**src/design/bus_settings.svh**
```systemverilog
`ifndef BUS_SETTINGS_SVH
`define BUS_SETTINGS_SVH

// Native bus widths
`define BUS_ADDR_W 32
`define BUS_DATA_W 32
`define BUS_STRB_W 4

// Followers behind the splitter
`define BUS_N_FOLWRS 2
`define BUS_FSEL_W 1

// RAM follower depth in 32-bit words
`define BUS_RAM_WORDS 256

// Address bit that picks the follower, 0 is RAM and 1 is the register bank
`define BUS_SEL_BIT 12

// Constant returned by the register bank identifier
`define BUS_REG_ID_VAL 32'hB05_5101

`endif

```
**src/design/bus_pkg.sv**
```systemverilog
`include "bus_settings.svh"

package bus_pkg;

   // Follower selection, also the index into the splitter follower vectors
   typedef enum logic [`BUS_FSEL_W-1:0] {
      FOL_RAM  = 'd0,
      FOL_REGS = 'd1
   } follower_t;

   // Word offsets inside the register bank
   // Offset 3 is unmapped and reads as zero
   typedef enum logic [1:0] {
      REG_SCRATCH = 2'd0,
      REG_ID      = 2'd1,
      REG_COUNT   = 2'd2
   } reg_offset_t;

   // Register bank wait-state controller
   typedef enum logic {
      RS_IDLE = 1'b0,
      RS_ACK  = 1'b1
   } reg_state_t;

endpackage

```
**src/design/bus_reg_follower.sv**
```systemverilog
`timescale 1ns/1ps

`include "bus_settings.svh"

module bus_reg_follower (
   input  logic                   clk_i,
   input  logic                   arst_n_i,
   input  logic                   avalid_i,
   input  logic [`BUS_ADDR_W-1:0] address_i,
   input  logic [`BUS_DATA_W-1:0] wdata_i,
   input  logic [`BUS_STRB_W-1:0] wstrb_i,
   output logic [`BUS_DATA_W-1:0] rdata_o,
   output logic                   rvalid_o,
   output logic                   ready_o
);

   import bus_pkg::*;

   reg_state_t             state_q;
   reg_offset_t            offset;
   logic [`BUS_DATA_W-1:0] scratch_q;
   logic [`BUS_DATA_W-1:0] count_q;
   logic [`BUS_DATA_W-1:0] rd_mux;
   logic [`BUS_DATA_W-1:0] rdata_q;
   logic                   rvalid_q;
   logic                   wr_accept;
   logic                   rd_accept;

   // Word offset inside the bank, everything above aliases
   assign offset = reg_offset_t'(address_i[3:2]);

   // Accept only in the second cycle of a request
   assign ready_o   = (state_q == RS_ACK);
   assign wr_accept = avalid_i & ready_o & (|wstrb_i);
   assign rd_accept = avalid_i & ready_o & ~(|wstrb_i);

   // Wait-state controller
   always_ff @(posedge clk_i or negedge arst_n_i) begin
      if (!arst_n_i) begin
         state_q <= RS_IDLE;
      end else begin
         case (state_q)
            RS_IDLE: begin
               if (avalid_i) begin
                  state_q <= RS_ACK;
               end
            end
            default: begin
               state_q <= RS_IDLE;
            end
         endcase
      end
   end

   // Scratch register with byte strobes
   always_ff @(posedge clk_i or negedge arst_n_i) begin
      if (!arst_n_i) begin
         scratch_q <= '0;
      end else if (wr_accept && offset == REG_SCRATCH) begin
         for (int b = 0; b < `BUS_STRB_W; b++) begin
            if (wstrb_i[b]) begin
               scratch_q[b*8 +: 8] <= wdata_i[b*8 +: 8];
            end
         end
      end
   end

   // Free-running cycle counter, not writable
   always_ff @(posedge clk_i or negedge arst_n_i) begin
      if (!arst_n_i) begin
         count_q <= '0;
      end else begin
         count_q <= count_q + 1'b1;
      end
   end

   // Read select
   always_comb begin
      case (offset)
         REG_SCRATCH: rd_mux = scratch_q;
         REG_ID:      rd_mux = `BUS_REG_ID_VAL;
         REG_COUNT:   rd_mux = count_q;
         default:     rd_mux = '0;
      endcase
   end

   always_ff @(posedge clk_i) begin
      if (rd_accept) begin
         rdata_q <= rd_mux;
      end
   end

   // Response one cycle after acceptance
   always_ff @(posedge clk_i or negedge arst_n_i) begin
      if (!arst_n_i) begin
         rvalid_q <= 1'b0;
      end else begin
         rvalid_q <= rd_accept;
      end
   end

   assign rdata_o  = rdata_q;
   assign rvalid_o = rvalid_q;

endmodule

```
**config.mk**
```make
export PLATFORM = sky130hd
export DESIGN_NAME = bus_reg_follower
export DESIGN_NICKNAME = d
export VERILOG_FILES = /design/src/design/bus_pkg.sv /design/src/design/bus_reg_follower.sv
export VERILOG_INCLUDE_DIRS = /design/src /design/src/design
export SDC_FILE = /design/constraint.sdc
export NUM_CORES = 1
export LEC_CHECK = 0
export ABC_AREA = 1
export BUFFER_PORTS_ARGS = -buffer_cell sky130_fd_sc_hd__buf_2
export CELL_PAD_IN_SITES_DETAIL_PLACEMENT = 1
export CELL_PAD_IN_SITES_GLOBAL_PLACEMENT = 2
export CORE_MARGIN = 10
export CORE_UTILIZATION = 36
export CTS_BUF_LIST = sky130_fd_sc_hd__clkbuf_2
export CTS_CLUSTER_DIAMETER = 60
export DETAILED_ROUTE_END_ITERATION = 6
export MAX_ROUTING_LAYER = met4
export PLACE_DENSITY = 0.95
export SYNTH_ARGS = -nofsm -noshare
export SYNTH_HDL_FRONTEND = slang
export SYNTH_SLANG_ARGS = --single-unit
```
**constraint.sdc**
```tcl
create_clock -name clk_i -period 6.5 [get_ports clk_i]
set_input_delay 0.975 -clock clk_i [delete_from_list [all_inputs] [get_ports clk_i]]
set_output_delay 0.975 -clock clk_i [all_outputs]
set_load 0.01 [all_outputs]
```
==> flow_summary_export.csv, run 1 <==
group,metric,value,unit
floorplanning,core-area,12160,um2
clock_tree,ctsResizeCount,0,
power,power_density,222.9,nW/um2
global_routing,grt_start_max_net_pins,67,
synth,yosys_warnings,0,
clock_tree,insertion_delay,0.57,ns
drt,drtAntennaViolNets,0,
drt,wire_per_inst,16.42,um
timing,maxSlewHeadroom,0.3087,
synth,syn_nets,570,
floorplanning,start_util,0.3730,
clock_tree,cts_buffer_depth,2,
global_routing,grt_pass1_wl,19950,um
placed_design,gp_congestion,0.8012,
critical_path,slowest_stage,"nand2_1",
synth,synth_top_family_by_area,"simple AND/OR/NAND/NOR gates",
synth,synth.distinct_cells,22,
clock_tree,cts_sinks,98,
drt,wl,12200,um
synth,synth_xor_area_frac,0.02896,
status,status,"finished clean",
timing,rsz0062_at_grt,"no",
final_layout,area_delta_synth_final,13.95,%
critical_path,worst_ep_arrival_time,2.66,ns
final_layout,multiInputGateArea,1597,um2
flow_run,cap_violations,0,
synth,synthArstFlopShare,0.6735,
final_layout,fill_cells,1477,
drt,via_per_inst,4.896,
floorplanning,die_area,17490,um2
drt,drt_iter0_markers,169,
critical_path,cp_max_fo,37,
synth,ys_seq_elements,98,
timing,max_freq,439.8,MHz
placed_design,portBuffers,74,
floorplanning,ios,105,
global_routing,antenna_found_initial,0,
final_layout,drive_above_1_share,0.2226,
critical_path,slowest_delay,0.58,ns
clock_tree,htreeDepth,3,
drt,drc_errors,0,
drt,first_pass_iters,4,
final_layout,fin_util,0.4251,
synth,ys_seq_area_frac,0.5758,
clock_tree,path_clk_slew,0.23,ns
clock_tree,cts_hold_buf,0,
critical_path,r2r-start,"count_q[1]",
critical_path,required,6.89,ns
synth,synth-simple-area-share,0.2325,
critical_path,r2r_cells,8,
timing,fin_crit_sh,0.3498,
placed_design,dpl.hpwl,9138,um
synth,synth.top_cells.by_area,"dfrtp_1, edfxtp_1, nand2_1",
timing,fin_setup_tns,0,ns
power,p_leak,2.398,nW
clock_tree,cts_tree,"yes",
timing,clock_skew,0.01844,ns
worst_hold_path,min_path_type,"flop to flop",
timing,setup_viol,0,
power,power,1.153,mW
final_layout,layout_common_cells,"nand2_1, buf_2, dfrtp_1",
floorplanning,rows,40,
synth,yosys.area.top_type_share,0.3640,
clock_tree,cts_root_buf,"clkbuf_2",
critical_path,crit_chain,"buf_2 -> inv_2 -> nand2_1 -> o21ai_0",
synth,syn_inst,498,
timing,hold_viol,0,
power,peakVddDrop,0.1310,mV
floorplanning,die_x,132.3,um
critical_path,criticalPathCategory,"primary input to flop",
critical_path,startpoint_type,"primary input",
floorplanning,die_y,132.3,um
synth,synth_mux_area_frac,0,
timing,slew_viol_final,0,
synth,synth_top_area_cell,"dfrtp_1",
drt,vias,3638,
synth,synth_fa_ha_area_frac,0.002758,
synth,synth_compound_area_frac,0.08715,
synth,synth_flop_cell,"dfrtp_1",
clock_tree,post_cts_buffers,0,
worst_hold_path,min_from,"ready_o",
critical_path,end_kind,"flop",
final_layout,finalNetCount,643,
final_layout,regArea,2613,um2
global_routing,gr-total-overflow,0,
worst_hold_path,hold_depth,1,
clock_tree,cts-buffers-inserted,9,
timing,worst_pin_slew,1.036,ns
synth,synth_edf_count,32,
final_layout,final_common_cell,"nand2_1",
critical_path,crit_start,"address_i[2]",
timing,post-route-min-period,2.274,ns
synth,avgSynthCellArea,9.110,um2
global_routing,grt_pass1_vias,3885,
synth,synth.cell_area,4537,um2
global_routing,grt_use_total,0.1439,
final_layout,n_antenna_cell,0,
worst max-delay path, delay by kind of cell:
| kind | cells | cell delay [ns] |
|---|---|---|
| buffers and inverters | 2 | 0.73 |
| and+or+nand+nor | 1 | 0.58 |
| AOI/OAI and AO/OA | 1 | 0.37 |
cell usage after synthesis, types with 3 or more instances:
cell type,count
nor2_1,41
inv_1,62
o21ai_0,37
clkbuf_1,5
xor2_1,12
xnor2_1,3
o21ai_2,24
dfrtp_1,66
nor2_2,5
buf_1,3
nand3_1,50
nand2_1,143
nand3_2,3
edfxtp_1,32
buf_6,5
per-layer routing:
layer  vias to the layer above  track usage  part of all wire
li1                       1736            -                 -
met1                      1811       0.1580              0.43
met2                        76       0.2551              0.52
met3                        15      0.03087             0.033
met4                         0      0.04340             0.018
met5                         -            -                 0
report_power, final:
part	switching [mW]	internal, mW
Clock	0.203	0.127
Combinational	0.0687	0.0453
Sequential	0.0245	0.684
Total	0.296	0.856
kinds of logic after synthesis:
group                    count (synthesis)
AND/OR/NAND/NOR                        246
flip-flops                              98
buffers and inverters                   77
AO/OA/AOI/OAI                           61
XOR/XNOR                                15
adder cells (fa/ha/maj)                  1
sequential cells by signal (all words and copies together) (netlist names):
| signal | cells |
|---|---|
| count_q | 32 |
| rvalid_o | 1 |
| scratch_q | 32 |
| rdata_o | 32 |
| ready_o | 1 |
final timing paths:
path                                end  slack, ns
setup / recovery            rdata_o[20]       4.23
hold / removal                  ready_o       0.47
setup reg to reg            count_q[24]       4.84
hold reg to reg                 ready_o       0.47
max in group asynchronous   count_q[23]       5.36
min in group asynchronous  scratch_q[6]       0.56
through the flow:
| stage | worst slack, ns | area, um2 | hold WS [ns] | cells |
|---|---|---|---|---|
| floorplan | 3.420 | 4537 | 0.4337 | 498 |
| global placement | 3.754 | 5041 | 0.4291 | 728 |
| detailed placement | 3.620 | 5041 | 0.4545 | 728 |
| CTS | 4.261 | 5170 | 0.4809 | 743 |
| global route | 4.156 | 5170 | 0.4944 | 743 |
| finish | 4.226 | 5170 | 0.4717 | 743 |
area by class of cell:
| class | instances | share of cell area |
|---|---|---|
| flip-flops and latches | 98 | 0.5053 |
| repair buffers | 76 | 0.07454 |
| multi-input cells | 323 | 0.3088 |
| well taps | 168 | 0.04066 |
| clock buffers | 10 | 0.009681 |
| inverters | 63 | 0.04574 |
| clock inverters | 5 | 0.01525 |
Power figures use the tool's default switching activity.
==> run 2, diff against run 1 <==
CORE_UTILIZATION = 33   (was 36)
PLACE_DENSITY = 0.91   (was 0.95)
clock period = 2.2 ns   (was 6.5 ns; I/O delays follow)
==> run 2 against run 1 <==
Net effect:
- register-to-register slack worse by 4.4 ns
- flip-flop and latch count did not move
- count of clock-buffer cells in the layout grew 1
- worst setup slack lost 3.8 ns
- total power grew to 3.0 times the previous value
- clock skew up 0.026 ns
- combinational power rose to 3.5 times the previous value
- sequential power rose to 3.0 times the previous value
==> flow_summary_export.csv, run 2 (synthesis gave the netlist of run 1 again) <==
group,metric,value,unit
status,status,"finished clean",
global_routing,grt_pass1_wl,21530,um
final_layout,fin_area,5553,um2
critical_path,required,2.68,ns
final_layout,drive_above_1_share,0.2166,
placed_design,portBuffers,74,
final_layout,finalNetCount,681,
clock_tree,cts-buffers-inserted,9,
drt,drtAntennaViolNets,0,
clock_tree,path_clk_slew,0.30,ns
timing,slew_viol_final,0,
clock_tree,htreeDepth,3,
drt,wl,13030,um
clock_tree,insertion_delay,0.59,ns
critical_path,end_kind,"flop",
placed_design,gp_congestion,0.8244,
power,p_comb_frac,0.118,
drt,first_pass_iters,4,
power,peakVddDrop,0.3532,mV
clock_tree,cts_root_buf,"clkbuf_2",
final_layout,area_delta_synth_final,22.39,%
timing,fin_crit_sh,0.7910,
floorplanning,die_area,18840,um2
clock_tree,ctsResizeCount,0,
floorplanning,die_y,137.3,um
global_routing,antenna_found_initial,0,
final_layout,layout_common_cells,"nand2_1, buf_2, dfrtp_1",
placed_design,pre_cts_slack,0.4352,ns
flow_run,cap_violations,0,
timing,hold_viol,0,
power,seqPwrFrac,0.616,
power,power_density,613.3,nW/um2
clock_tree,cts_buffer_depth,2,
critical_path,startpoint_type,"flop",
clock_tree,cts_sinks,98,
floorplanning,rows,42,
critical_path,slowest_stage,"dfrtp_1",
drt,drc_errors,0,
critical_path,cp-endpoint,"count_q[24]",
timing,worst_pin_slew,0.6584,ns
floorplanning,die_x,137.3,um
critical_path,slowest_delay,0.46,ns
drt,vias,3768,
final_layout,final_common_cell,"nand2_1",
clock_tree,cts_hold_buf,34,
timing,clock_skew,0.04447,ns
global_routing,grt_use_total,0.1492,
power,p_leak,2.549,nW
timing,setup_viol,0,
critical_path,r2r_cells,8,
timing,holdWs,0.1355,ns
placed_design,dpl.hpwl,9432,um
critical_path,r2r_slack,0.46,ns
drt,drt_iter0_markers,207,
worst_hold_path,min_path_type,"primary input to flop",
timing,max_freq,574.6,MHz
clock_tree,post_cts_buffers,0,
global_routing,gr-total-overflow,0,
power,net-switching-power,927.4,uW
drt,wire_per_inst,16.49,um
timing,maxSlewHeadroom,0.5600,
placed_design,place_area,5094,um2
power,switching_share,0.2723,
floorplanning,start_util,0.3399,
timing,post-route-min-period,1.740,ns
critical_path,worst_ep_arrival_time,2.22,ns
clock_tree,cts_tree,"yes",
final_layout,n_antenna_cell,0,
critical_path,crit_start,"count_q[1]",
power,clockPowerShare,0.267,
timing,rsz0062_at_grt,"no",
floorplanning,core-area,13350,um2
final_layout,fill_cells,1580,
critical_path,r2r_end,"count_q[24]",
drt,via_per_inst,4.770,
critical_path,criticalPathCategory,"flop to flop",
timing,worst_slack,0.4597,ns
floorplanning,ios,105,
timing,fin_setup_tns,0,ns
global_routing,grt_pass1_vias,4182,
critical_path,r2r-start,"count_q[1]",
critical_path,cp_max_fo,5,
critical_path,path_common_cell,"nand2_1",
critical_path,crit_chain,"ha_1 -> nand2_1 -> nor2_2 -> nand2_1 -> nor2_2 -> nand2_1 -> nand2_1 -> nand2_1",
global_routing,grt_start_max_net_pins,49,
power,intPower,2.478,mW
run 2: cell count changes in the layout (fill, tap and decap cells not counted), sizes merged:
cell,before,now
dlygate4sd3,0,34
buf,76,80
clkinvlp,0,3
clkinv,2,0
bufinv,2,1
clkbuf,10,11
run 2: routing by layer:
metal  GRT usage  wire length, um  vias up
met3     0.03132              516       21
met2      0.2644             6791       60
met5           -                0        -
met1      0.1673             5509     1883
li1            -                -     1804
met4     0.03923              210        0
run 2: power by group through the flow:
stage                     Clock [mW]  Combinational, mW  Sequential [mW]
after floorplan                    0              0.225             2.11
after global placement             0              0.333             2.12
after detailed placement           0              0.356             2.13
after CTS                      0.939              0.404             2.09
after global routing            1.01              0.461             2.11
final                          0.908              0.401             2.10
run 2: critical path, delay by kind of cell, from the launching register on:
| family | cells | cell delay, ns |
|---|---|---|
| flip-flops | 1 | 0.46 |
| AND/OR/NAND/NOR | 7 | 0.97 |
| adder cells (fa/ha/maj) | 1 | 0.20 |
run 2: stage by stage:
step                total power, mW  utilization  cells
global placement              2.456       0.3816    740
CTS                           3.438       0.4160    790
global route                  3.581       0.4160    790
finish                        3.405       0.4160    790
detailed placement            2.486       0.3816    740
floorplan                     2.333            -    498
run 2: how the worst min path moves through the flow:
stage | from | end | slack (ns) | cells past startpoint
6_report | wstrb_i[1] | scratch_q[15] | 0.14 | 3
4_1_cts | wstrb_i[1] | scratch_q[15] | 0.10 | 3
3_3_place_gp | arst_n_i | scratch_q[4] | 0.31 | 1
3_5_place_dp | arst_n_i | scratch_q[6] | 0.32 | 1
5_1_grt | wstrb_i[1] | scratch_q[15] | 0.11 | 3
2_1_floorplan | arst_n_i | count_q[0] | 0.03 | 0
run 2: final cells by class:
type | count | area, um2 | area share
clock buffers | 11 | 55.05 | 0.009914
clock inverters | 5 | 63.81 | 0.01149
inverters | 63 | 236.5 | 0.04259
multi-input cells | 323 | 1597 | 0.2875
flip-flops and latches | 98 | 2613 | 0.4705
well taps | 176 | 220.2 | 0.03966
repair buffers | 114 | 768.2 | 0.1384
==> run 3, diff against run 2 <==
ABC_AREA = 0   (was 1)
PLACE_DENSITY = 0.89   (was 0.91)
clock period = 1.45 ns   (was 2.2 ns; I/O delays follow)
==> run 3 against run 2 <==
Net effect:
- total power grew 48%
- routed wire length decreased by 16%
- sequential power grew 52%
- clock skew is 0.0054 ns lower
- count of clock-buffer cells in the layout is the same
- fmax rose by 21%
- synthesized cell count shrank 37%
- flip-flop and latch count did not move
- largest cell class unchanged
==> flow_summary_export.csv, run 3 <==
group,metric,value,unit
status,status,"finished clean",
critical_path,end_kind,"flop",
synth,synth_common_cells,"dfrtp_1, nor2_1, edfxtp_1",
placed_design,gp_congestion,0.8247,
power,p_leak,2.510,nW
synth,ys_seq_elements,98,
final_layout,area_delta_synth_final,33.53,%
clock_tree,cts_buffer_depth,2,
floorplanning,die_y,132.0,um
final_layout,fill_cells,1304,
timing,setup_viol,0,
critical_path,worst_ep_arrival_time,1.90,ns
critical_path,slowest_stage,"dfrtp_1",
global_routing,met1_usage,0.1601,
global_routing,use_met3,0.03125,
global_routing,grt_use_total,0.1292,
timing,post-route-min-period,1.442,ns
critical_path,required,1.91,ns
worst_hold_path,min_path_type,"primary input to async pin",
synth,synth_edf_count,32,
floorplanning,die_x,132.0,um
synth,synthArstFlopShare,0.6735,
critical_path,startpoint_type,"flop",
global_routing,grt_pass1_wl,17800,um
synth,yosys_warnings,0,
timing,clock_skew,0.03906,ns
drt,first_pass_iters,4,
floorplanning,die_area,17420,um2
global_routing,grt_pass1_vias,3367,
floorplanning,ios,105,
synth,synth_flop_cell,"dfrtp_1",
synth,synth.most_common_cell,"dfrtp_1",
drt,via_per_inst,4.672,
synth,yosys.area.top_type_share,0.3992,
global_routing,use_met2,0.2053,
final_layout,layout_common_cells,"buf_2, dfrtp_1, nor2_1",
clock_tree,cts_tree,"yes",
critical_path,criticalPathCategory,"flop to flop",
power,power_density,912.4,nW/um2
timing,fin_crit_sh,0.9945,
final_layout,n_antenna_cell,0,
synth,synth_top_area_cell,"dfrtp_1",
floorplanning,core-area,12160,um2
timing,maxSlewHeadroom,0.7622,
drt,vias,2948,
drt,wl,10930,um
drt,drc_errors,0,
placed_design,pre_cts_slack,-0.1459,ns
placed_design,dpl.hpwl,7615,um
synth,synth.cell_area,4138,um2
timing,slew_viol_final,0,
clock_tree,cts_sinks,98,
power,peakVddDrop,0.3163,mV
floorplanning,start_util,0.3402,
critical_path,slowest_delay,0.46,ns
floorplanning,rows,40,
timing,holdWs,0.04277,ns
critical_path,cp_max_fo,8,
clock_tree,insertion_delay,0.58,ns
timing,worst_pin_slew,0.3567,ns
clock_tree,cts-buffers-inserted,9,
synth,syn_nets,387,
synth,synth.distinct_cells,29,
clock_tree,path_clk_slew,0.24,ns
final_layout,finalNetCount,530,
clock_tree,htreeDepth,3,
drt,drt_iter0_markers,117,
global_routing,grt_start_max_net_pins,41,
placed_design,portBuffers,74,
global_routing,gr-total-overflow,0,
flow_run,cap_violations,0,
synth,avgSynthCellArea,13.14,um2
final_layout,drive_above_1_share,0.3737,
clock_tree,cts_root_buf,"clkbuf_2",
global_routing,antenna_found_initial,0,
synth,ys_seq_area_frac,0.6314,
drt,drtAntennaViolNets,0,
timing,hold_viol,0,
critical_path,r2r_slack,0.008,ns
final_layout,final_common_cell,"buf_2",
global_routing,busiest_layer,"met2",
timing,rsz0062_at_grt,"yes",
placed_design,place_inst,574,
synth,synth.top_cells.by_area,"dfrtp_1, edfxtp_1, mux2_2",
drt,wire_per_inst,17.33,um
timing,worst_slack,0.007980,ns
final_layout,layout.cells.non_filler,631,
timing,max_freq,693.5,MHz
synth,syn_inst,315,
critical_path,crit_chain,"nand2_2 -> nor3_4 -> nand2_1 -> buf_6 -> mux2_2",
[run 3: changes by cell type in the layout (fill, tap and decap cells not counted), moves of 10 or more]
cell / change
nand2_1: -121
inv_1: -60
nand3_1: -41
mux2_2: +30
o21ai_0: -28
buf_4: +24
o21ai_2: -24
mux2i_1: +23
xnor2_1: +21
nand4_1: +10
[run 3: kinds of logic after synthesis]
group	share of synthesized area
muxes	0.1427
DFF	0.6314
adders and majority gates	0.003023
buffers and inverters	0.01875
AOI/OAI and AO/OA	0.01089
and+or+nand+nor	0.1297
xor gates and xnor gates	0.06350
[run 3: repair_timing]
| action | 4_1_cts | 5_1_grt |
|---|---|---|
| buffers inserted | 3 | 3 |
| resized for setup | 10 | 14 |
| cloned | 0 | 1 |
| endpoints found under the setup margin | 35 | 57 |
| pin swaps | 5 | 7 |
| hold buffers | 34 | 0 |
| hold endpoints to repair | 99 | 0 |
[run 3: per-layer routing]
layer / routed length [um] / part of all wire / vias to the layer above
li1: - / - / 1394
met1: 5112 / 0.47 / 1485
met2: 5291 / 0.48 / 59
met3: 409 / 0.037 / 10
met4: 121 / 0.011 / 0
met5: 0 / 0 / -
[run 3: stage by stage]
step                      power, mW    util  TNS (ns)  cell area (um2)
after global routing          5.281  0.4543   -0.5922             5525
after floorplan               3.528       -    -7.417             4149
after global placement        3.720  0.4074    -2.658             4955
final                         5.041  0.4543         0             5525
after CTS                     5.095  0.4483   -0.2219             5451
after detailed placement      3.762  0.4074    -4.259             4955
[run 3: worst max-delay path: cells and delay by family, from the launching register on]
family | cells | cell delay, ns
DFF | 1 | 0.46
and+or+nand+nor | 3 | 0.43
muxes | 1 | 0.27
buffers and inverters | 1 | 0.17
[run 3: worst paths after layout]
check,from,to,cells past startpoint
setup / recovery,ready_o,scratch_q[7],5
hold / removal,arst_n_i,count_q[11],2
setup reg to reg,ready_o,scratch_q[7],5
hold reg to reg,count_q[31],count_q[31],1
max in group asynchronous,arst_n_i,count_q[5],3
min in group clk_i,wstrb_i[3],rvalid_o,4
[run 3: final cells by class]
class	instances	area [um2]	share of cell area
inverter	2	7.507	0.001359
tap	168	210.2	0.03804
sequential	98	2614	0.4731
multi-input combinational	202	1521	0.2754
clock inverter	5	45.04	0.008152
clock buffer	11	55.05	0.009964
timing repair buffer	145	1072	0.1941
[run 3: report_power, final]
group          total [mW]  switching [mW]  internal [mW]  leakage, nW
registers            3.19           0.109           3.08         1.15
logic               0.586           0.239          0.347         1.29
clock network        1.27           0.876          0.391       0.0661
total                5.04            1.22           3.82         2.51
