--- config.mk ---
export PLATFORM = sky130hd
export DESIGN_NAME = bus_split
export DESIGN_NICKNAME = d
export VERILOG_FILES = /design/src/design/bus_pkg.sv /design/src/design/bus_split.sv
export VERILOG_INCLUDE_DIRS = /design/src /design/src/design
export SDC_FILE = /design/constraint.sdc
export NUM_CORES = 1
export LEC_CHECK = 0
export ABC_AREA = 1
export BUFFER_PORTS_ARGS = -buffer_cell sky130_fd_sc_hd__buf_2
export CORE_AREA = 2 2 95 97
export CTS_CLUSTER_DIAMETER = 200
export DETAILED_ROUTE_END_ITERATION = 10
export DIE_AREA = 0 0 97 99
export HOLD_SLACK_MARGIN = 0.02
export PLACE_DENSITY = 0.55
export SLEW_MARGIN = 30
export SYNTH_ARGS = -nofsm -noshare
export SYNTH_HDL_FRONTEND = slang
export SYNTH_SLANG_ARGS = --single-unit
--- constraint.sdc ---
create_clock -name clk_i -period 1.26 [get_ports clk_i]
set_input_delay 0.126 -clock clk_i [delete_from_list [all_inputs] [get_ports clk_i]]
set_output_delay 0.126 -clock clk_i [all_outputs]
set_load 0.02 [all_outputs]
--- src/design/bus_settings.svh ---
`ifndef BUS_SETTINGS_SVH
`define BUS_SETTINGS_SVH

// Native bus widths
`define BUS_ADDR_W 32
`define BUS_DATA_W 32
`define BUS_STRB_W 4

// Followers behind the splitter
`define BUS_N_FOLWRS 2
`define BUS_FSEL_W 1

// RAM follower depth in 32-bit words
`define BUS_RAM_WORDS 256

// Address bit that picks the follower, 0 is RAM and 1 is the register bank
`define BUS_SEL_BIT 12

// Constant returned by the register bank identifier
`define BUS_REG_ID_VAL 32'hB05_5101

`endif

--- src/design/bus_pkg.sv ---
`include "bus_settings.svh"

package bus_pkg;

   // Follower selection, also the index into the splitter follower vectors
   typedef enum logic [`BUS_FSEL_W-1:0] {
      FOL_RAM  = 'd0,
      FOL_REGS = 'd1
   } follower_t;

   // Word offsets inside the register bank
   // Offset 3 is unmapped and reads as zero
   typedef enum logic [1:0] {
      REG_SCRATCH = 2'd0,
      REG_ID      = 2'd1,
      REG_COUNT   = 2'd2
   } reg_offset_t;

   // Register bank wait-state controller
   typedef enum logic {
      RS_IDLE = 1'b0,
      RS_ACK  = 1'b1
   } reg_state_t;

endpackage

--- src/design/bus_split.sv ---
`timescale 1ns/1ps

`include "bus_settings.svh"

module bus_split #(
   parameter int N_FOLWRS = `BUS_N_FOLWRS
) (
   input  logic                           clk_i,
   input  logic                           arst_n_i,

   // Master side
   input  logic                           m_avalid_i,
   input  logic [`BUS_ADDR_W-1:0]         m_address_i,
   input  logic [`BUS_DATA_W-1:0]         m_wdata_i,
   input  logic [`BUS_STRB_W-1:0]         m_wstrb_i,
   input  bus_pkg::follower_t             fsel_i,
   output logic [`BUS_DATA_W-1:0]         m_rdata_o,
   output logic                           m_rvalid_o,
   output logic                           m_ready_o,

   // Follower side
   output logic [N_FOLWRS-1:0]            f_avalid_o,
   output logic [`BUS_ADDR_W-1:0]         f_address_o,
   output logic [`BUS_DATA_W-1:0]         f_wdata_o,
   output logic [`BUS_STRB_W-1:0]         f_wstrb_o,
   input  logic [N_FOLWRS*`BUS_DATA_W-1:0] f_rdata_i,
   input  logic [N_FOLWRS-1:0]            f_rvalid_i,
   input  logic [N_FOLWRS-1:0]            f_ready_i
);

   import bus_pkg::*;

   follower_t sel_q;

   // Request path steered by the live selection
   always_comb begin
      f_avalid_o = '0;
      m_ready_o  = 1'b0;
      for (int i = 0; i < N_FOLWRS; i++) begin
         if (i == int'(fsel_i)) begin
            f_avalid_o[i] = m_avalid_i;
            m_ready_o     = f_ready_i[i];
         end
      end
   end

   // Payload goes to every follower, only the selected one sees avalid
   assign f_address_o = m_address_i;
   assign f_wdata_o   = m_wdata_i;
   assign f_wstrb_o   = m_wstrb_i;

   // Remember who got the last accepted request
   always_ff @(posedge clk_i or negedge arst_n_i) begin
      if (!arst_n_i) begin
         sel_q <= FOL_RAM;
      end else if (m_avalid_i && m_ready_o) begin
         sel_q <= fsel_i;
      end
   end

   // Response path steered by the registered selection
   always_comb begin
      m_rdata_o  = '0;
      m_rvalid_o = 1'b0;
      for (int i = 0; i < N_FOLWRS; i++) begin
         if (i == int'(sel_q)) begin
            m_rdata_o  = f_rdata_i[i*`BUS_DATA_W +: `BUS_DATA_W];
            m_rvalid_o = f_rvalid_i[i];
         end
      end
   end

endmodule

==> report_table.html, run 1 <==
<table>
<tr><th>Metric</th><th>Value</th></tr>
<tr><th colspan="2">Min path</th></tr>
<tr><td>Number of instances on the worst hold path</td><td>0</td></tr>
<tr><td>Worst hold-check path type</td><td>input port to primary output</td></tr>
<tr><th colspan="2">Critical path</th></tr>
<tr><td>Worst Setup SP</td><td>sel_q$_DFFE_PN0P_</td></tr>
<tr><td>Crit. End Element</td><td>primary output</td></tr>
<tr><td>Cell chain of the critical path</td><td>buf_12 -&gt; o21ai_0 -&gt; buf_2</td></tr>
<tr><td>Maximum fanout along the worst path</td><td>49</td></tr>
<tr><td>Sort of element at the start of the critical path</td><td>flop</td></tr>
<tr><td>Critical Path Sink</td><td>m_rdata_o[15]</td></tr>
<tr><td>Reg-to-Reg End</td><td>sel_q$_DFFE_PN0P_</td></tr>
<tr><td>R2r setup slk</td><td>0.43 ns</td></tr>
<tr><td>Path type of the worst setup path</td><td>flop to primary output</td></tr>
<tr><td>Data required time of the worst path</td><td>1.13 ns</td></tr>
<tr><td>Worst reg-to-reg path cell count</td><td>3</td></tr>
<tr><td>Delay of the slowest cell on the worst path</td><td>0.40 ns</td></tr>
<tr><td>Master of the slowest instance on the critical path</td><td>sky130_fd_sc_hd__dfrtp_2</td></tr>
<tr><td>Worst endpoint data arrival time</td><td>1.04 ns</td></tr>
<tr><td>Source of the worst register-to-register timing path</td><td>sel_q$_DFFE_PN0P_</td></tr>
<tr><th colspan="2">Logic synthesis</th></tr>
<tr><td>Leading cell types by total area after synthesis</td><td>sky130_fd_sc_hd__buf_4 47%, sky130_fd_sc_hd__nand2_1 14%, sky130_fd_sc_hd__inv_1 12%, sky130_fd_sc_hd__o21ai_0 12%, sky130_fd_sc_hd__o21ai_2 5.5%</td></tr>
<tr><td>Ys Warns</td><td>0</td></tr>
<tr><td>Cell area after synthesis</td><td>0.001107 sq mm</td></tr>
<tr><td>Number of register bits inferred by synthesis</td><td>1</td></tr>
<tr><td>Cell taking the most area after synthesis</td><td>sky130_fd_sc_hd__buf_4</td></tr>
<tr><td>Syn_nets</td><td>327</td></tr>
<tr><td>Syn_area_per_cell</td><td>5.921 sq um</td></tr>
<tr><td>Distinct cells, synth</td><td>11</td></tr>
<tr><td>Fraction of the yosys area taken by sequential cells</td><td>2.260%</td></tr>
<tr><td>Number of standard cells after synthesis</td><td>187</td></tr>
<tr><td>Fraction of synthesized cell area taken by the top area cell type</td><td>46.78%</td></tr>
<tr><th colspan="2">Routing</th></tr>
<tr><td>Vias</td><td>1103</td></tr>
<tr><td>Detail Route Antenna Nets</td><td>0</td></tr>
<tr><td>First DRT Iteration DRCs</td><td>11</td></tr>
<tr><td>Final Routed Wirelength</td><td>2.779 mm</td></tr>
<tr><td>Detailed-router iteration count before antenna repair</td><td>4</td></tr>
<tr><td>Post-detailed-route wirelength per cell</td><td>8.421 um</td></tr>
<tr><td>DRC violations left</td><td>0</td></tr>
<tr><td>Post-detailed-route via-to-cell ratio</td><td>3.342</td></tr>
<tr><th colspan="2">Global route</th></tr>
<tr><td>Total global-route track usage</td><td>5.110%</td></tr>
<tr><td>Pin count of the biggest net entering global routing</td><td>50</td></tr>
<tr><td>Global-route wire length before repair</td><td>4.312 mm</td></tr>
<tr><td>Vias in the first global route</td><td>1047</td></tr>
<tr><td>Aggregate global routing overflow</td><td>0</td></tr>
<tr><td>Antenna violations before repair</td><td>0</td></tr>
<tr><th colspan="2">STA</th></tr>
<tr><td>Clock skew after layout</td><td>0 ns</td></tr>
<tr><td>Count of endpoints failing setup in the final report</td><td>0</td></tr>
<tr><td>Total Negative Setup Slacks</td><td>0 ns</td></tr>
<tr><td>Least setup slack across all paths after layout</td><td>0.09305 ns</td></tr>
<tr><td>Final worst-path cycle share</td><td>92.62%</td></tr>
<tr><td>Number of pins with negative max-slew slack in the final report</td><td>0</td></tr>
<tr><td>Time the worst path needs with I/O delays and setup</td><td>1.167 ns</td></tr>
<tr><td>Final-layout worst hold slack</td><td>0.2520 ns</td></tr>
<tr><td>Normalized max-slew margin</td><td>85.17%</td></tr>
<tr><td>Number of failing hold endpoints at the final stage</td><td>0</td></tr>
<tr><td>Worst Tran Pin Value</td><td>0.2201 ns</td></tr>
<tr><td>RSZ-0062 raised after global routing</td><td>no</td></tr>
<tr><td>Highest clock rate</td><td>856.9 MHz</td></tr>
<tr><th colspan="2">Clock tree</th></tr>
<tr><td>Clk slew on worst S/H paths</td><td>0 ns</td></tr>
<tr><td>Source-to-sink clock delay at the later pin of the worst-skew pair</td><td>0 ns</td></tr>
<tr><th colspan="2">Finish</th></tr>
<tr><td>Register ranked first by flip-flop count</td><td>sel_q</td></tr>
<tr><td>Most common cell after layout, fill and taps aside</td><td>sky130_fd_sc_hd__buf_2</td></tr>
<tr><td>Largest register FFs</td><td>1</td></tr>
<tr><td>Area growth syn-to-layout</td><td>10.17%</td></tr>
<tr><td>Most used cells in the layout excluding fill and tap cells</td><td>107 x sky130_fd_sc_hd__buf_2, 40 x sky130_fd_sc_hd__nand2_1, 36 x sky130_fd_sc_hd__inv_1</td></tr>
<tr><td>Share of layout cells above drive strength 1</td><td>52.70%</td></tr>
<tr><td>Share of the core filled with cells</td><td>14.27%</td></tr>
<tr><td>Final instance area</td><td>0.001220 sq mm</td></tr>
<tr><td>Largest regs</td><td>sel_q x1</td></tr>
<tr><td>Net count reported at finish</td><td>364</td></tr>
<tr><td>Inserted Diodes</td><td>0</td></tr>
<tr><td>Post-route insts no fill</td><td>330</td></tr>
<tr><th colspan="2">Pwr</th></tr>
<tr><td>Peak supply drop</td><td>0.5589 mV</td></tr>
<tr><td>Power per Cell Area</td><td>677.1 mW/mm^2</td></tr>
<tr><td>Leakage power</td><td>0.8034 nW</td></tr>
<tr><td>Power consumption</td><td>0.8260 mW</td></tr>
<tr><th colspan="2">Place</th></tr>
<tr><td>Post-DP HPWL</td><td>2.344 mm</td></tr>
<tr><td>Routability Congestion</td><td>0.6974</td></tr>
<tr><td>Placed cells</td><td>329</td></tr>
<tr><td>Pre-CTS WS</td><td>0.01758 ns</td></tr>
<tr><td>Placement Cell Area</td><td>0.001210 sq mm</td></tr>
<tr><td>IO buf count</td><td>107</td></tr>
<tr><th colspan="2">Die</th></tr>
<tr><td>Die W</td><td>97 um</td></tr>
<tr><td>Die height</td><td>99 um</td></tr>
<tr><td>Core Footprint</td><td>0.008551 sq mm</td></tr>
<tr><td>Die area</td><td>0.009603 sq mm</td></tr>
<tr><td>Number of core rows</td><td>34</td></tr>
<tr><td>I/O pin count</td><td>244</td></tr>
<tr><td>Initial core utilization</td><td>12.95%</td></tr>
<tr><th colspan="2">Run status</th></tr>
<tr><td>Outcome</td><td>complete, no violations</td></tr>
<tr><th colspan="2">Job</th></tr>
<tr><td>Max-capacitance violation count</td><td>0</td></tr>
</table>
metal layers:
layer  vias up  track usage [%]  wire length, um
li1        556                -                -
met1       419            4.764              887
met2        94            9.509             1249
met3        34            1.702              451
met4         0            3.359              191
met5         -                0                0
timing repair:
item                                   4_1_cts  5_1_grt
buffers inserted                             0        0
setup endpoints to repair                    0        1
hold buffers                                 1        0
endpoints found under the hold margin        1        0
gates resized for setup                      0        1
worst max-delay path, delay by kind of cell, from the launching register on:
kind | cells | cell delay [ns]
flops | 1 | 0.40
buf+inv | 2 | 0.39
compound gates | 1 | 0.24
cell type report:
cell class,count,area [sq um]
fillers,1012,7331
repair buffers,110,573.1
multi-input cells,75,350.3
inverters,36,135.1
well taps,108,135.1
flip-flops and latches,1,26.28
report_power, final:
| part | total [mW] | internal, mW | switching (mW) |
|---|---|---|---|
| sequential | 0.0439 | 0.0388 | 0.00504 |
| combinational | 0.782 | 0.297 | 0.485 |
| clock | 0 | 0 | 0 |
cells in the mapped netlist (all sizes together):
cell    count
clkbuf      2
nor2        1
nand3       1
buf        73
inv        36
o21ai      33
dfrtp       1
nand2      40
cells by family after synthesis:
kind of cell	after synthesis	share of synthesized area, %
buffers and inverters	111	66.10
and+or+nand+nor	42	14.35
AOI/OAI and AO/OA	33	17.29
DFF	1	2.260
worst min-delay path by stage:
stage                          startpoint                 to  slack (ns)
after floorplan                  arst_n_i  sel_q$_DFFE_PN0P_       -0.17
after global placement           arst_n_i  sel_q$_DFFE_PN0P_       -0.09
after detailed placement         arst_n_i  sel_q$_DFFE_PN0P_       -0.09
after CTS                 m_address_i[10]    f_address_o[10]        0.25
after global routing      m_address_i[19]    f_address_o[19]        0.25
final                     m_address_i[17]    f_address_o[17]        0.25
(Power assumes the default switching activity.)
==> inputs of run 2 (changes only) <==
--- a/config.mk
+++ b/config.mk
@@ -6,14 +6,15 @@
 export SDC_FILE = /design/constraint.sdc
 export NUM_CORES = 1
 export LEC_CHECK = 0
-export ABC_AREA = 1
+export ABC_AREA = 0
 export BUFFER_PORTS_ARGS = -buffer_cell sky130_fd_sc_hd__buf_2
-export CORE_AREA = 2 2 95 97
+export CAP_MARGIN = 0
+export CORE_AREA = 2 2 96 98
 export CTS_CLUSTER_DIAMETER = 200
 export DETAILED_ROUTE_END_ITERATION = 10
-export DIE_AREA = 0 0 97 99
+export DIE_AREA = 0 0 98 100
 export HOLD_SLACK_MARGIN = 0.02
-export PLACE_DENSITY = 0.55
+export PLACE_DENSITY = 0.54
 export SLEW_MARGIN = 30
 export SYNTH_ARGS = -nofsm -noshare
 export SYNTH_HDL_FRONTEND = slang
==> run 2 against run 1 <==
  * Total power fell by 6.4%
  * Clock skew is the same
  * Register-to-register slack lost 0.31 ns
  * Core utilization is essentially flat
  * Final cell count shrank 21%
  * Die area is 2.1% higher
  * Worst hold slack about the same
  * Routed wire length rose by 5.8%
  * Largest cell class unchanged
  * Largest power group unchanged
==> report_table.html, run 2 <==
<table>
<tr><th>Metric</th><th>Value</th></tr>
<tr><th colspan="2">Logic synthesis</th></tr>
<tr><td>Number of standard cells after synthesis</td><td>112</td></tr>
<tr><td>Fraction of synthesized cell area taken by the top area cell type</td><td>45.08%</td></tr>
<tr><td>Syn_area_per_cell</td><td>10.11 sq um</td></tr>
<tr><td>Primary FF master, synth</td><td>sky130_fd_sc_hd__dfrtp_1</td></tr>
<tr><td>Commonest cells in the synthesized netlist</td><td>68 x sky130_fd_sc_hd__buf_4, 29 x sky130_fd_sc_hd__mux2_4, 5 x sky130_fd_sc_hd__mux2_2</td></tr>
<tr><td>Share of flip-flops with an asynchronous set or reset after synthesis</td><td>100.0%</td></tr>
<tr><td>Fraction of the yosys area taken by sequential cells</td><td>2.210%</td></tr>
<tr><td>Count leader, synth</td><td>sky130_fd_sc_hd__buf_4</td></tr>
<tr><td>Number of synthesized flops with an enable pin</td><td>0</td></tr>
<tr><td>Leading cell types by total area after synthesis</td><td>sky130_fd_sc_hd__buf_4 45%, sky130_fd_sc_hd__mux2_4 38%, sky130_fd_sc_hd__buf_12 5.3%, sky130_fd_sc_hd__mux2_2 5.0%, sky130_fd_sc_hd__dfrtp_1 2.2%</td></tr>
<tr><td>Cell area after synthesis</td><td>0.001132 sq mm</td></tr>
<tr><td>Cell taking the most area after synthesis</td><td>sky130_fd_sc_hd__buf_4</td></tr>
<tr><td>Syn_nets</td><td>252</td></tr>
<tr><td>Ys Warns</td><td>0</td></tr>
<tr><td>Number of register bits inferred by synthesis</td><td>1</td></tr>
<tr><td>Distinct cells, synth</td><td>11</td></tr>
<tr><th colspan="2">STA</th></tr>
<tr><td>Clock skew after layout</td><td>0 ns</td></tr>
<tr><td>Final-layout worst hold slack</td><td>0.2520 ns</td></tr>
<tr><td>Number of failing hold endpoints at the final stage</td><td>0</td></tr>
<tr><td>Worst Tran Pin Value</td><td>0.1787 ns</td></tr>
<tr><td>Final worst-path cycle share</td><td>95.75%</td></tr>
<tr><td>Number of pins with negative max-slew slack in the final report</td><td>0</td></tr>
<tr><td>RSZ-0062 raised after global routing</td><td>yes</td></tr>
<tr><td>Highest clock rate</td><td>828.8 MHz</td></tr>
<tr><td>Count of endpoints failing setup in the final report</td><td>0</td></tr>
<tr><td>Normalized max-slew margin</td><td>88.09%</td></tr>
<tr><td>Time the worst path needs with I/O delays and setup</td><td>1.206 ns</td></tr>
<tr><th colspan="2">Pwr</th></tr>
<tr><td>Peak supply drop</td><td>0.1094 mV</td></tr>
<tr><td>Power consumption</td><td>0.7731 mW</td></tr>
<tr><td>Leakage power</td><td>0.7482 nW</td></tr>
<tr><td>Power per Cell Area</td><td>608.2 mW/mm^2</td></tr>
<tr><th colspan="2">Clock tree</th></tr>
<tr><td>Source-to-sink clock delay at the later pin of the worst-skew pair</td><td>0 ns</td></tr>
<tr><td>Clk slew on worst S/H paths</td><td>0 ns</td></tr>
<tr><th colspan="2">Place</th></tr>
<tr><td>Post-DP HPWL</td><td>2.631 mm</td></tr>
<tr><td>IO buf count</td><td>107</td></tr>
<tr><td>Placed cells</td><td>261</td></tr>
<tr><td>Routability Congestion</td><td>0.6381</td></tr>
<tr><th colspan="2">Finish</th></tr>
<tr><td>Share of layout cells above drive strength 1</td><td>96.69%</td></tr>
<tr><td>Largest register FFs</td><td>1</td></tr>
<tr><td>Area growth syn-to-layout</td><td>12.27%</td></tr>
<tr><td>Register ranked first by flip-flop count</td><td>sel_q</td></tr>
<tr><td>Inserted Diodes</td><td>0</td></tr>
<tr><td>Most common cell after layout, fill and taps aside</td><td>sky130_fd_sc_hd__buf_2</td></tr>
<tr><td>Post-route insts no fill</td><td>262</td></tr>
<tr><td>Share of the core filled with cells</td><td>14.30%</td></tr>
<tr><td>Net count reported at finish</td><td>293</td></tr>
<tr><td>Most used cells in the layout excluding fill and tap cells</td><td>107 x sky130_fd_sc_hd__buf_2, 29 x sky130_fd_sc_hd__mux2_4, 5 x sky130_fd_sc_hd__mux2_2</td></tr>
<tr><td>Largest regs</td><td>sel_q x1</td></tr>
<tr><th colspan="2">Global route</th></tr>
<tr><td>Antenna violations before repair</td><td>0</td></tr>
<tr><td>Global-route wire length before repair</td><td>4.112 mm</td></tr>
<tr><td>Vias in the first global route</td><td>797</td></tr>
<tr><td>Pin count of the biggest net entering global routing</td><td>22</td></tr>
<tr><td>Total global-route track usage</td><td>5.115%</td></tr>
<tr><td>Aggregate global routing overflow</td><td>0</td></tr>
<tr><th colspan="2">Critical path</th></tr>
<tr><td>Data required time of the worst path</td><td>1.13 ns</td></tr>
<tr><td>Worst reg-to-reg path cell count</td><td>3</td></tr>
<tr><td>Worst endpoint data arrival time</td><td>1.08 ns</td></tr>
<tr><td>Source of the worst register-to-register timing path</td><td>sel_q$_DFFE_PN0P_</td></tr>
<tr><td>Reg-to-Reg End</td><td>sel_q$_DFFE_PN0P_</td></tr>
<tr><td>Path type of the worst setup path</td><td>flop to primary output</td></tr>
<tr><td>Crit. End Element</td><td>primary output</td></tr>
<tr><td>Cell chain of the critical path</td><td>buf_12 -&gt; mux2_4 -&gt; buf_2</td></tr>
<tr><td>Master of the slowest instance on the critical path</td><td>sky130_fd_sc_hd__dfrtp_2</td></tr>
<tr><td>R2r setup slk</td><td>0.12 ns</td></tr>
<tr><td>Sort of element at the start of the critical path</td><td>flop</td></tr>
<tr><td>Delay of the slowest cell on the worst path</td><td>0.37 ns</td></tr>
<tr><td>Maximum fanout along the worst path</td><td>21</td></tr>
<tr><th colspan="2">Routing</th></tr>
<tr><td>Detailed-router iteration count before antenna repair</td><td>2</td></tr>
<tr><td>First DRT Iteration DRCs</td><td>18</td></tr>
<tr><td>DRC violations left</td><td>0</td></tr>
<tr><td>Post-detailed-route wirelength per cell</td><td>11.23 um</td></tr>
<tr><td>Final Routed Wirelength</td><td>2.941 mm</td></tr>
<tr><td>Vias</td><td>865</td></tr>
<tr><td>Detail Route Antenna Nets</td><td>0</td></tr>
<tr><td>Post-detailed-route via-to-cell ratio</td><td>3.302</td></tr>
<tr><th colspan="2">Min path</th></tr>
<tr><td>Hold-critical path endpoint</td><td>f_address_o[16]</td></tr>
<tr><td>Startpoint of the most critical hold path</td><td>m_address_i[16]</td></tr>
<tr><td>Number of instances on the worst hold path</td><td>0</td></tr>
<tr><td>Worst hold-check path type</td><td>input port to primary output</td></tr>
<tr><th colspan="2">Die</th></tr>
<tr><td>Die height</td><td>100 um</td></tr>
<tr><td>Initial core utilization</td><td>12.74%</td></tr>
<tr><td>Die area</td><td>0.009800 sq mm</td></tr>
<tr><td>Core Footprint</td><td>0.008890 sq mm</td></tr>
<tr><td>Die W</td><td>98 um</td></tr>
<tr><td>Number of core rows</td><td>35</td></tr>
<tr><td>I/O pin count</td><td>244</td></tr>
<tr><th colspan="2">Run status</th></tr>
<tr><td>Outcome</td><td>complete, no violations</td></tr>
<tr><th colspan="2">Job</th></tr>
<tr><td>Max-capacitance violation count</td><td>0</td></tr>
</table>
==> run 2: changes by cell type after synthesis, moves of 2 or more <==
cell,previous run,this run
sky130_fd_sc_hd__clkbuf_1,2,0
sky130_fd_sc_hd__inv_1,36,0
sky130_fd_sc_hd__mux2_2,0,5
sky130_fd_sc_hd__mux2_4,0,29
sky130_fd_sc_hd__nand2_1,40,1
sky130_fd_sc_hd__o21ai_0,26,0
sky130_fd_sc_hd__o21ai_2,7,0
==> run 2: critical path, delay by kind of cell (launching register included) <==
family,cells,cell delay [ns]
buf+inv,2,0.36
flops,1,0.37
mux,1,0.32
==> run 2: stage by stage <==
stage	area, sq um	TNS, ns	worst slack, ns
finish	1271	0	0.05350
CTS	1271	0	0.03698
global route	1271	-0.0006665	-0.0006665
detailed placement	1261	0	0.03669
floorplan	1132	0	0.1688
global placement	1261	0	0.05170
==> run 2: cells by family after synthesis <==
kind of cell / Yosys count / share of synthesized area (%)
compound gates: 2 / 1.547
flops: 1 / 2.210
buf+inv: 72 / 51.38
simple gates: 3 / 1.437
mux: 34 / 43.43
==> run 2: power breakdown <==
group | internal (mW) | switching, mW | leakage [nW]
logic | 0.384 | 0.347 | 0.738
registers | 0.0374 | 0.00502 | 0.00974
clock network | 0 | 0 | 0
total | 0.421 | 0.352 | 0.748
==> run 2: per-layer routing <==
layer / share of wire (%) / GRT usage (%) / up-vias
li1: - / - / 379
met4: 1.6 / 1.068 / 0
met1: 33 / 5.469 / 388
met2: 50 / 8.588 / 86
met5: 0 / 0 / -
met3: 16 / 3.273 / 12
==> run 2: layout make-up <==
type,instances,area [sq um]
Fill cell,1031,7619
Sequential cell,1,26.28
Tap cell,111,138.9
Timing Repair Buffer,111,580.6
Multi-Input combinational cell,39,525.5
==> run 2: worst max-delay path by stage <==
stage	from	to	cells after the start
5_1_grt	sel_q$_DFFE_PN0P_	m_rdata_o[7]	3
6_report	sel_q$_DFFE_PN0P_	m_rdata_o[25]	3
2_1_floorplan	sel_q$_DFFE_PN0P_	m_rdata_o[10]	3
4_1_cts	sel_q$_DFFE_PN0P_	m_rdata_o[6]	3
3_3_place_gp	sel_q$_DFFE_PN0P_	m_rdata_o[7]	3
3_5_place_dp	sel_q$_DFFE_PN0P_	m_rdata_o[6]	3
==> run 2: repair_timing <==
| item | CTS | global route |
|---|---|---|
| setup buffers | 0 | 0 |
| hold buffers | 1 | 0 |
| resized for setup | 0 | 0 |
| setup endpoints to repair | 0 | 1 |
| endpoints found under the hold margin | 1 | 0 |
